File: src/rtl/uncache_params.svh
// ==========================================================
// width and depth macros for the uncached access unit
// widths are fixed at 32-bit address and data, 4 byte lanes
// store depth must be a power of two, 2 or more
// ==========================================================
`ifndef UNCACHE_PARAMS_SVH
`define UNCACHE_PARAMS_SVH

// pipeline and bus address width
`define UC_ADDR_W 32

// one data word
`define UC_DATA_W 32

// byte strobe, one bit per lane of UC_DATA_W
`define UC_STRB_W 4

// store buffer entries
// kept small so a short burst of stores fills it
`define UC_STORE_DEPTH 4

`endif

File: src/rtl/uncache_pkg.sv
// ==========================================================
// shared types of the uncached access unit
// widths come from the params header
// ==========================================================
`include "uncache_params.svh"

package uncache_pkg;

    // one store buffer entry, address on top
    typedef struct packed {
        logic [`UC_ADDR_W-1:0] addr;  // byte address as issued
        logic [`UC_DATA_W-1:0] data;  // write word
        logic [`UC_STRB_W-1:0] wstrb; // byte lanes to write
    } uc_store_t;

    // read sequencer
    typedef enum logic [1:0] {
        UC_RD_IDLE      = 2'd0, // no load pending
        UC_RD_WAIT_BUS  = 2'd1, // waiting for empty buffer and rd_rdy
        UC_RD_WAIT_DATA = 2'd2, // request taken, ret_valid pending
        UC_RD_DONE      = 2'd3  // word held until pipeline moves
    } uc_rd_state_t;

endpackage

File: src/rtl/store_fifo.sv
// ==========================================================
// first-word-fall-through store buffer
// head is valid whenever empty is low, no read latency
// DEPTH must be a power of two, 2 or more
// push while full and pop while empty are not allowed
// ==========================================================
`timescale 1ns/1ns
`include "uncache_params.svh"

module store_fifo
    import uncache_pkg::*;
#(
    parameter int unsigned DEPTH = `UC_STORE_DEPTH
) (
    input  logic      clk,
    input  logic      rst,
    input  logic      push,
    input  uc_store_t push_entry,
    input  logic      pop,
    output uc_store_t head,
    output logic      full,
    output logic      empty
);

    localparam int unsigned PTR_W = $clog2(DEPTH);

    uc_store_t          mem [DEPTH];
    logic [PTR_W-1:0]   wr_ptr;
    logic [PTR_W-1:0]   rd_ptr;
    logic [PTR_W:0]     count;    // one extra bit to tell full from empty
    logic               do_push;
    logic               do_pop;

    assign do_push = push & ~full;
    assign do_pop  = pop & ~empty;

    // pointers wrap on their own
    always_ff @(posedge clk) begin
        if (rst) begin
            wr_ptr <= '0;
            rd_ptr <= '0;
            count  <= '0;
        end else begin
            if (do_push) wr_ptr <= wr_ptr + 1'b1;
            if (do_pop)  rd_ptr <= rd_ptr + 1'b1;
            count <= count + (PTR_W+1)'(do_push) - (PTR_W+1)'(do_pop);
        end
    end

    always_ff @(posedge clk) begin
        if (do_push) begin
            mem[wr_ptr] <= push_entry;
        end
    end

    assign head  = mem[rd_ptr];                 // fall-through read
    assign full  = (count == (PTR_W+1)'(DEPTH));
    assign empty = (count == '0);

    a_no_push_full: assert property (@(posedge clk) disable iff (rst)
        full |-> !push);

    a_no_pop_empty: assert property (@(posedge clk) disable iff (rst)
        empty |-> !pop);

endmodule

File: src/rtl/uncache_req_stage.sv
// ==========================================================
// request register between pipeline and uncached bus side
// pipeline must keep cpu_stall high while busy is high
// a store leaves the register at the next unstalled edge
// busy covers an outstanding load and a full store buffer
// ==========================================================
`timescale 1ns/1ns
`include "uncache_params.svh"

module uncache_req_stage
    import uncache_pkg::*;
(
    input  logic                  clk,
    input  logic                  rst,
    input  logic                  cpu_valid,
    input  logic                  cpu_op,     // 1 = store
    input  logic [`UC_ADDR_W-1:0] cpu_addr,
    input  logic [`UC_STRB_W-1:0] cpu_wstrb,
    input  logic [`UC_DATA_W-1:0] cpu_wdata,
    input  logic                  cpu_stall,
    input  logic                  full,
    input  logic                  rd_busy,
    output logic                  push,
    output uc_store_t             push_entry,
    output logic                  req_load,
    output logic                  busy
);

    logic                  req_valid;
    logic                  req_op;
    logic [`UC_ADDR_W-1:0] req_addr;
    logic [`UC_STRB_W-1:0] req_wstrb;
    logic [`UC_DATA_W-1:0] req_wdata;
    logic                  req_store;

    // control half, cleared on reset
    always_ff @(posedge clk) begin
        if (rst) begin
            req_valid <= 1'b0;
            req_op    <= 1'b0;
        end else if (!cpu_stall) begin
            req_valid <= cpu_valid;
            req_op    <= cpu_op;
        end
    end

    // payload half
    always_ff @(posedge clk) begin
        if (!cpu_stall) begin
            req_addr  <= cpu_addr;
            req_wstrb <= cpu_wstrb;
            req_wdata <= cpu_wdata;
        end
    end

    assign req_store = req_valid & req_op;

    // store goes to the buffer as the register is overwritten
    assign push = req_store & ~cpu_stall & ~full;

    assign push_entry.addr  = req_addr;
    assign push_entry.data  = req_wdata;
    assign push_entry.wstrb = req_wstrb;

    // load accepted this edge, sequencer starts at the same edge
    assign req_load = cpu_valid & ~cpu_op & ~cpu_stall;

    assign busy = rd_busy | full; // load in flight or no room

    // a store must never be overwritten while the buffer has no room
    a_store_not_lost: assert property (@(posedge clk) disable iff (rst)
        (req_store && !cpu_stall) |-> !full);

    // pipeline contract
    a_stall_while_busy: assert property (@(posedge clk) disable iff (rst)
        busy |-> cpu_stall);

endmodule

File: src/rtl/uncache_bus_ctrl.sv
// ==========================================================
// bus side of the uncached unit
// read sequencer runs one load at a time
// loads wait for the store buffer to drain before rd_req
// stores drain from the buffer head whenever wr_rdy is high
// rdata reads 0 outside the done state
// ==========================================================
`timescale 1ns/1ns
`include "uncache_params.svh"

module uncache_bus_ctrl
    import uncache_pkg::*;
(
    input  logic                  clk,
    input  logic                  rst,
    input  logic                  req_load,
    input  logic                  cpu_stall,
    input  logic [`UC_ADDR_W-1:0] req_addr,
    input  uc_store_t             head,
    input  logic                  empty,
    output logic                  pop,
    output logic                  rd_req,
    output logic [`UC_ADDR_W-1:0] rd_addr,
    input  logic                  rd_rdy,
    input  logic                  ret_valid,
    input  logic [`UC_DATA_W-1:0] ret_data,
    output logic                  wr_req,
    output logic [`UC_ADDR_W-1:0] wr_addr,
    output logic [`UC_DATA_W-1:0] wr_data,
    output logic [`UC_STRB_W-1:0] wr_wstrb,
    input  logic                  wr_rdy,
    output logic                  rd_busy,
    output logic [`UC_DATA_W-1:0] rdata
);

    uc_rd_state_t          rd_state;
    uc_rd_state_t          rd_state_next;
    logic [`UC_DATA_W-1:0] rdata_q;
    logic                  rd_done;

    always_ff @(posedge clk) begin
        if (rst) begin
            rd_state <= UC_RD_IDLE;
        end else begin
            rd_state <= rd_state_next;
        end
    end

    always_comb begin
        rd_state_next = rd_state;
        case (rd_state)
            UC_RD_IDLE: begin
                if (req_load) rd_state_next = UC_RD_WAIT_BUS;
            end
            UC_RD_WAIT_BUS: begin
                if (rd_req && rd_rdy) rd_state_next = UC_RD_WAIT_DATA; // bus took it
            end
            UC_RD_WAIT_DATA: begin
                if (ret_valid) rd_state_next = UC_RD_DONE;
            end
            UC_RD_DONE: begin
                // hold the word until the pipeline moves on
                if (!cpu_stall) begin
                    rd_state_next = req_load ? UC_RD_WAIT_BUS : UC_RD_IDLE;
                end
            end
            default: rd_state_next = UC_RD_IDLE;
        endcase
    end

    // returned word taken in WAIT_DATA only
    always_ff @(posedge clk) begin
        if (ret_valid) begin
            rdata_q <= ret_data;
        end
    end

    // no read until older stores have left the buffer
    assign rd_req  = (rd_state == UC_RD_WAIT_BUS) & empty;
    assign rd_addr = req_addr; // register holds while busy

    assign rd_busy = (rd_state == UC_RD_WAIT_BUS) | (rd_state == UC_RD_WAIT_DATA);
    assign rd_done = (rd_state == UC_RD_DONE);
    assign rdata   = rd_done ? rdata_q : '0;

    // write channel is the buffer head
    assign wr_req   = ~empty;
    assign wr_addr  = head.addr;
    assign wr_data  = head.data;
    assign wr_wstrb = head.wstrb;
    assign pop      = wr_req & wr_rdy;

    // data only comes back for a request the bus accepted
    a_ret_in_wait: assert property (@(posedge clk) disable iff (rst)
        ret_valid |-> (rd_state == UC_RD_WAIT_DATA));

    // address held while the request waits for rd_rdy
    a_rd_addr_stable: assert property (@(posedge clk) disable iff (rst)
        (rd_req && !rd_rdy) |=> $stable(rd_addr));

endmodule

File: src/rtl/uncache_unit.sv
// ==========================================================
// uncached access unit, top level
// every access is uncached; stores queue, loads block
// pipeline holds cpu_stall high while busy is high
// ==========================================================
`timescale 1ns/1ns
`include "uncache_params.svh"

module uncache_unit (
    input  logic                  clk,
    input  logic                  rst,
    input  logic                  cpu_valid,
    input  logic                  cpu_op,
    input  logic [`UC_ADDR_W-1:0] cpu_addr,
    input  logic [`UC_DATA_W-1:0] cpu_wdata,
    input  logic [`UC_STRB_W-1:0] cpu_wstrb,
    input  logic                  cpu_stall,
    output logic                  busy,
    output logic [`UC_DATA_W-1:0] rdata,
    output logic                  rd_req,
    output logic [`UC_ADDR_W-1:0] rd_addr,
    input  logic                  rd_rdy,
    input  logic                  ret_valid,
    input  logic [`UC_DATA_W-1:0] ret_data,
    output logic                  wr_req,
    output logic [`UC_ADDR_W-1:0] wr_addr,
    output logic [`UC_DATA_W-1:0] wr_data,
    output logic [`UC_STRB_W-1:0] wr_wstrb,
    input  logic                  wr_rdy
);

    localparam int STORE_W = `UC_ADDR_W + `UC_DATA_W + `UC_STRB_W; // one buffer entry

    logic               push;
    logic [STORE_W-1:0] push_entry;
    logic [STORE_W-1:0] head;
    logic               pop;
    logic               full;
    logic               empty;
    logic               req_load;
    logic               rd_busy;

    uncache_req_stage u_req_stage (
        .clk        (clk),
        .rst        (rst),
        .cpu_valid  (cpu_valid),
        .cpu_op     (cpu_op),
        .cpu_addr   (cpu_addr),
        .cpu_wstrb  (cpu_wstrb),
        .cpu_wdata  (cpu_wdata),
        .cpu_stall  (cpu_stall),
        .full       (full),
        .rd_busy    (rd_busy),
        .push       (push),
        .push_entry (push_entry),
        .req_load   (req_load),
        .busy       (busy)
    );

    store_fifo #(
        .DEPTH (`UC_STORE_DEPTH)
    ) u_store_fifo (
        .clk        (clk),
        .rst        (rst),
        .push       (push),
        .push_entry (push_entry),
        .pop        (pop),
        .head       (head),
        .full       (full),
        .empty      (empty)
    );

    // address field sits on top of the entry
    uncache_bus_ctrl u_bus_ctrl (
        .clk       (clk),
        .rst       (rst),
        .req_load  (req_load),
        .cpu_stall (cpu_stall),
        .req_addr  (push_entry[STORE_W-1 -: `UC_ADDR_W]),
        .head      (head),
        .empty     (empty),
        .pop       (pop),
        .rd_req    (rd_req),
        .rd_addr   (rd_addr),
        .rd_rdy    (rd_rdy),
        .ret_valid (ret_valid),
        .ret_data  (ret_data),
        .wr_req    (wr_req),
        .wr_addr   (wr_addr),
        .wr_data   (wr_data),
        .wr_wstrb  (wr_wstrb),
        .wr_rdy    (wr_rdy),
        .rd_busy   (rd_busy),
        .rdata     (rdata)
    );

endmodule

File: config.mk
export PLATFORM = sky130hd
export DESIGN_NAME = uncache_unit
export DESIGN_NICKNAME = d
export VERILOG_FILES = /design/src/rtl/uncache_pkg.sv /design/src/rtl/store_fifo.sv /design/src/rtl/uncache_req_stage.sv /design/src/rtl/uncache_bus_ctrl.sv /design/src/rtl/uncache_unit.sv
export VERILOG_INCLUDE_DIRS = /design/src /design/src/rtl
export SDC_FILE = /design/constraint.sdc
export NUM_CORES = 1
export LEC_CHECK = 0
export BUFFER_PORTS_ARGS = -buffer_cell sky130_fd_sc_hd__buf_2
export CORE_MARGIN = 3
export CORE_UTILIZATION = 31
export DETAILED_ROUTE_END_ITERATION = 10
export PLACE_DENSITY = 0.48
export SLEW_MARGIN = 20
export SYNTH_ARGS = -nofsm -noshare
export SYNTH_HDL_FRONTEND = slang
export SYNTH_SLANG_ARGS = --single-unit
File: constraint.sdc
create_clock -name clk -period 4.7 [get_ports clk]
set_input_delay 0.94 -clock clk [delete_from_list [all_inputs] [get_ports clk]]
set_output_delay 0.94 -clock clk [all_outputs]
set_load 0.02 [all_outputs]
==> results.md <==
- When the netlist entered floorplanning its net count stood at 723.
- The top fanout value on the critical path is 28.
- The number of cells on the worst reg-to-reg path is 4.
- In this run the static leakage power is 5.92 nW.
- STA puts the critical path data required time at 3760 ps.
- Counting along the longest clock path gives a buffer depth of 3.
- The setup slack of the worst register-to-register path is 2180 ps.
- The synthesized instance count is 603.
- The number of fill cells is 4046.
- The detail route stage leaves a number of antenna-violating nets equal to 0.
- The floorplan step set the die height to 218 um.
- Cells with a size suffix above 1 make up 43.9% of the layout.
- After detailed routing, the average wire length per cell comes to 19.8 um.
- TritonCTS built the clock tree.
- The CTS clock-pin slew for the worst setup and hold paths is 60 ps.
- The endpoint identified for the worst register-to-register timing path is u_store_fifo.mem[1][50].
- Measured against its own limit, the worst slew margin works out to 40.0%.
- The launch instance of the worst register-to-register path is u_store_fifo.count[1].
- The post-synthesis instance area is 14000 um2.
- The fraction of the yosys area taken by sequential cells is 81.8%.
- STA classifies the critical path startpoint as a register.
- Among all flip-flop cells after synthesis, the most frequent one is sky130_fd_sc_hd__edfxtp_1.
- The clock arrives with 14.9 ps of skew.
- The clock network burns 36.7% of the power.
- The distinct cell type count of the synthesized netlist is 29.
- Setup repair after global routing left no endpoint under its margin.
- The wire length of the first global-routing pass is 44600 um.
- The final total power is 8.72 mW.
- Averaged over all synthesized cells, the footprint is 23.2 um2.
- The first routing iteration left 375 violations.
- The clock latency on the worst-skew pair is 570 ps.
- The cell-internal power is 6.41 mW.
- The global route total overflow is 0.
- The HPWL after detailed placement is 17900 um.
- For this block, the routed nets add up to 29300 um of wire.
- The critical path is of the register to output port type.
- The number of post-CTS setup repair buffers is 0.
- The portion of total power attributed to sequential cells is 46.9%.
- The endpoint type of the worst setup path is an output port.
- The number of antenna violations at the first check in global routing came to 4.
- Setup violations remaining at the end of the flow were counted as 0.
- In the routed layout, each cell is associated on average with a via count of 4.42.
- For the pin with the worst max-slew slack, the measured transition is 901 ps.
- The DRC violation count after routing is 0.
- The total area of multi-input combinational cells is 2170 um2.
- The number of enable flip-flop cells after synthesis is 372.
- Net switching is 26.4% of the power.
- The worst min-delay path startpoint is u_req_stage.req_wdata[19].
- The number of cell rows is 77.
- The quantity of I/O buffers inserted on ports is 242.
- IR analysis of the VDD net gives a maximum drop of 0.000293 V.
- The highest clock frequency the design can meet is 281 MHz.
- The count of nets after finishing is 968.
- The post-route fraction of the period consumed by the critical path is 75.8%.
- Registers take 11400 um2.
- Counting the buffers created by CTS gives 43.
- The number of max-cap violations is 0.
- The run finished with clean final reports.
- The endpoint arrival time on the critical path is 2620 ps.
- Hold repair after CTS inserted 0 buffers.
- The slowest stage of the critical path is the sky130_fd_sc_hd__dfxtp_4 cell.
- The initial standard-cell utilization of the core is 31.5%.
- The number of placed I/O pins is 243.
- For the final routed database, the setup TNS stands at 0 ps.
- The congestion estimate from routability-driven global placement came to 0.666.
- The routed via count is 6515.
- In this run the power density over the cells is 510 nW/um2.
- The total global routing track utilization is 12.5%.
- Once the clock tree was built, the resizer swapped 0 gates to a different size.
- The via count of the first global-routing pass came to 7269.
- In this design, the stage delay of the slowest critical-path cell is 740 ps.
- Across all hold checks on the routed design, the worst slack comes to 490 ps.
- The total non-filler cell area in the finished layout is 17100 um2.
- The sink of the worst hold path is u_store_fifo.mem[2][23].
- The die area is 47600 um2.
- The core region is 44400 um2.
- The placed instances occupy a cell area of 15700 um2.
- The post-synthesis async set-or-reset flop share is 0%.
- The routed design could run at a clock period as short as 3560 ps.
- The H-tree was split into 2 levels.
- In this run the horizontal extent of the chip is 218 um.
- Counting flops and latches in the post-synthesis netlist gives 385.
- Walking the worst path, the cells encountered are buf_4 -> mux4_2 -> buf_2.
- The maximum number of pins on one net before global-route repair is 69.
- Combinational logic burns 16.4% of the power.
- The cell count of the worst hold path is 0.
- From synthesis to final layout, the design area changed by 22.3%.
- The kind of cell with the highest combined delay along the critical path is flip-flops.
- The class of the most critical hold timing path is register to register.
- During synthesis, Yosys emitted a total of 0 warnings.
- The number of buffer and inverter stages on the critical path is 2.
- The number of hold violations in the final report came to 0.
- In this run the clock root is driven by a sky130_fd_sc_hd__clkbuf_16.
- For this design the total switching power over the nets is 2.30 mW.
- The max-slew violation count is 0.
- Clock tree synthesis found a total of 385 sinks.
- The number of detailed-route iterations in the first pass is 4.
## layout by cell type, fill, tap and decap left out, types with 2 or more instances in the layout
cell | netlist | layout
sky130_fd_sc_hd__ha_1 | 11 | 11
sky130_fd_sc_hd__buf_4 | 34 | 7
sky130_fd_sc_hd__clkinv_2 | 0 | 5
sky130_fd_sc_hd__and2_4 | 0 | 4
sky130_fd_sc_hd__nor2_1 | 10 | 10
sky130_fd_sc_hd__buf_2 | 6 | 242
sky130_fd_sc_hd__o21ai_0 | 2 | 2
sky130_fd_sc_hd__clkinv_1 | 0 | 10
sky130_fd_sc_hd__xor2_1 | 2 | 2
sky130_fd_sc_hd__and2_1 | 38 | 34
sky130_fd_sc_hd__diode_2 | 0 | 2
sky130_fd_sc_hd__clkinvlp_4 | 0 | 5
sky130_fd_sc_hd__bufinv_16 | 0 | 3
sky130_fd_sc_hd__edfxtp_1 | 372 | 372
sky130_fd_sc_hd__clkinv_8 | 0 | 2
sky130_fd_sc_hd__clkbuf_1 | 10 | 10
sky130_fd_sc_hd__buf_12 | 0 | 4
sky130_fd_sc_hd__mux2i_1 | 3 | 3
sky130_fd_sc_hd__xnor2_1 | 3 | 3
sky130_fd_sc_hd__dfxtp_4 | 0 | 2
sky130_fd_sc_hd__dfxtp_1 | 13 | 11
sky130_fd_sc_hd__inv_1 | 11 | 10
sky130_fd_sc_hd__nor2b_1 | 2 | 2
sky130_fd_sc_hd__nand2_1 | 4 | 4
sky130_fd_sc_hd__clkbuf_16 | 0 | 43
sky130_fd_sc_hd__mux4_2 | 68 | 68
## logic make-up after synthesis
logic type / count (synthesis) / synth area share [%]
flops: 385 / 81.8
mux: 71 / 11.2
buf+inv: 64 / 2.74
simple gates: 57 / 2.30
fa+ha+maj: 12 / 1.13
compound gates: 9 / 0.511
xor+xnor: 5 / 0.314
## flip-flops by register name, summed over array words and instances (netlist names), named ones only
name and count:
u_store_fifo.count 3, u_store_fifo.wr_ptr 2, u_req_stage.req_wstrb 4, u_bus_ctrl.rdata_q 32, u_bus_ctrl.rd_state 2, u_req_stage.req_op 1, u_store_fifo.rd_ptr 2, u_store_fifo.mem 272
u_req_stage.req_valid 1, u_req_stage.req_wdata 32, u_req_stage.req_addr 32
## synth_stat cells (2+ instances only)
library cell,n,area [um2]
sky130_fd_sc_hd__and2_1,38,238
sky130_fd_sc_hd__buf_1,2,7.51
sky130_fd_sc_hd__mux2i_1,3,30.0
sky130_fd_sc_hd__clkbuf_1,10,37.5
sky130_fd_sc_hd__xnor2_1,3,26.3
sky130_fd_sc_hd__dfxtp_1,13,260
sky130_fd_sc_hd__inv_1,11,41.3
sky130_fd_sc_hd__nor2_1,10,37.5
sky130_fd_sc_hd__nor2b_1,2,12.5
sky130_fd_sc_hd__ha_1,11,138
sky130_fd_sc_hd__xor2_1,2,17.5
sky130_fd_sc_hd__edfxtp_1,372,11200
sky130_fd_sc_hd__buf_4,34,255
sky130_fd_sc_hd__buf_2,6,30.0
sky130_fd_sc_hd__o21ai_0,2,10.0
sky130_fd_sc_hd__mux4_2,68,1530
sky130_fd_sc_hd__nand2_1,4,15.0
## per-stage QoR
step / utilization [%] / worst slack (ps) / std cells
2_1_floorplan: - / 1210 / 603
3_3_place_gp: 35.4 / 1610 / 1394
3_5_place_dp: 35.4 / 1580 / 1394
4_1_cts: 38.4 / 974 / 1472
5_1_grt: 38.5 / 879 / 1473
6_report: 38.5 / 1140 / 1475
## per-layer routing
| metal | part of all wire [%] | wire [um] | vias to the layer above | track usage, % |
|---|---|---|---|---|
| met2 | 46 | 13300 | 218 | 19.5 |
| met3 | 9.0 | 2630 | 55 | 5.06 |
| met5 | 0.13 | 38 | - | 0 |
| met4 | 2.3 | 675 | 6 | 3.96 |
| met1 | 43 | 12600 | 3346 | 16.1 |
| li1 | - | - | 2890 | - |
## cell type report
type / instances / area share (%)
diodes: 2 / 0.0293
well taps: 592 / 4.33
multi-input cells: 154 / 12.7
inverters: 11 / 0.249
clock inverters: 25 / 1.39
clock buffers: 53 / 6.52
repair buffers: 253 / 7.86
flip-flops and latches: 385 / 66.9
## power groups by stage
stage | logic, mW | clock network (mW) | registers (mW)
3_5_place_dp | 1.45 | 0 | 4.19
5_1_grt | 1.55 | 3.48 | 4.12
6_report | 1.43 | 3.20 | 4.08
3_3_place_gp | 1.44 | 0 | 4.19
2_1_floorplan | 1.12 | 0 | 4.02
4_1_cts | 1.45 | 3.34 | 4.12
## worst max path at each step
stage	startpoint	to	cells after the start
final	register	wr_data[4]	3
after global routing	register	wr_data[13]	3
after CTS	register	wr_data[13]	3
after detailed placement	cpu_stall	u_store_fifo.mem[1][48]	4
after global placement	register	wr_data[4]	3
after floorplan	cpu_stall	u_store_fifo.mem[0][0]	3
Power figures use the tool's default switching activity.
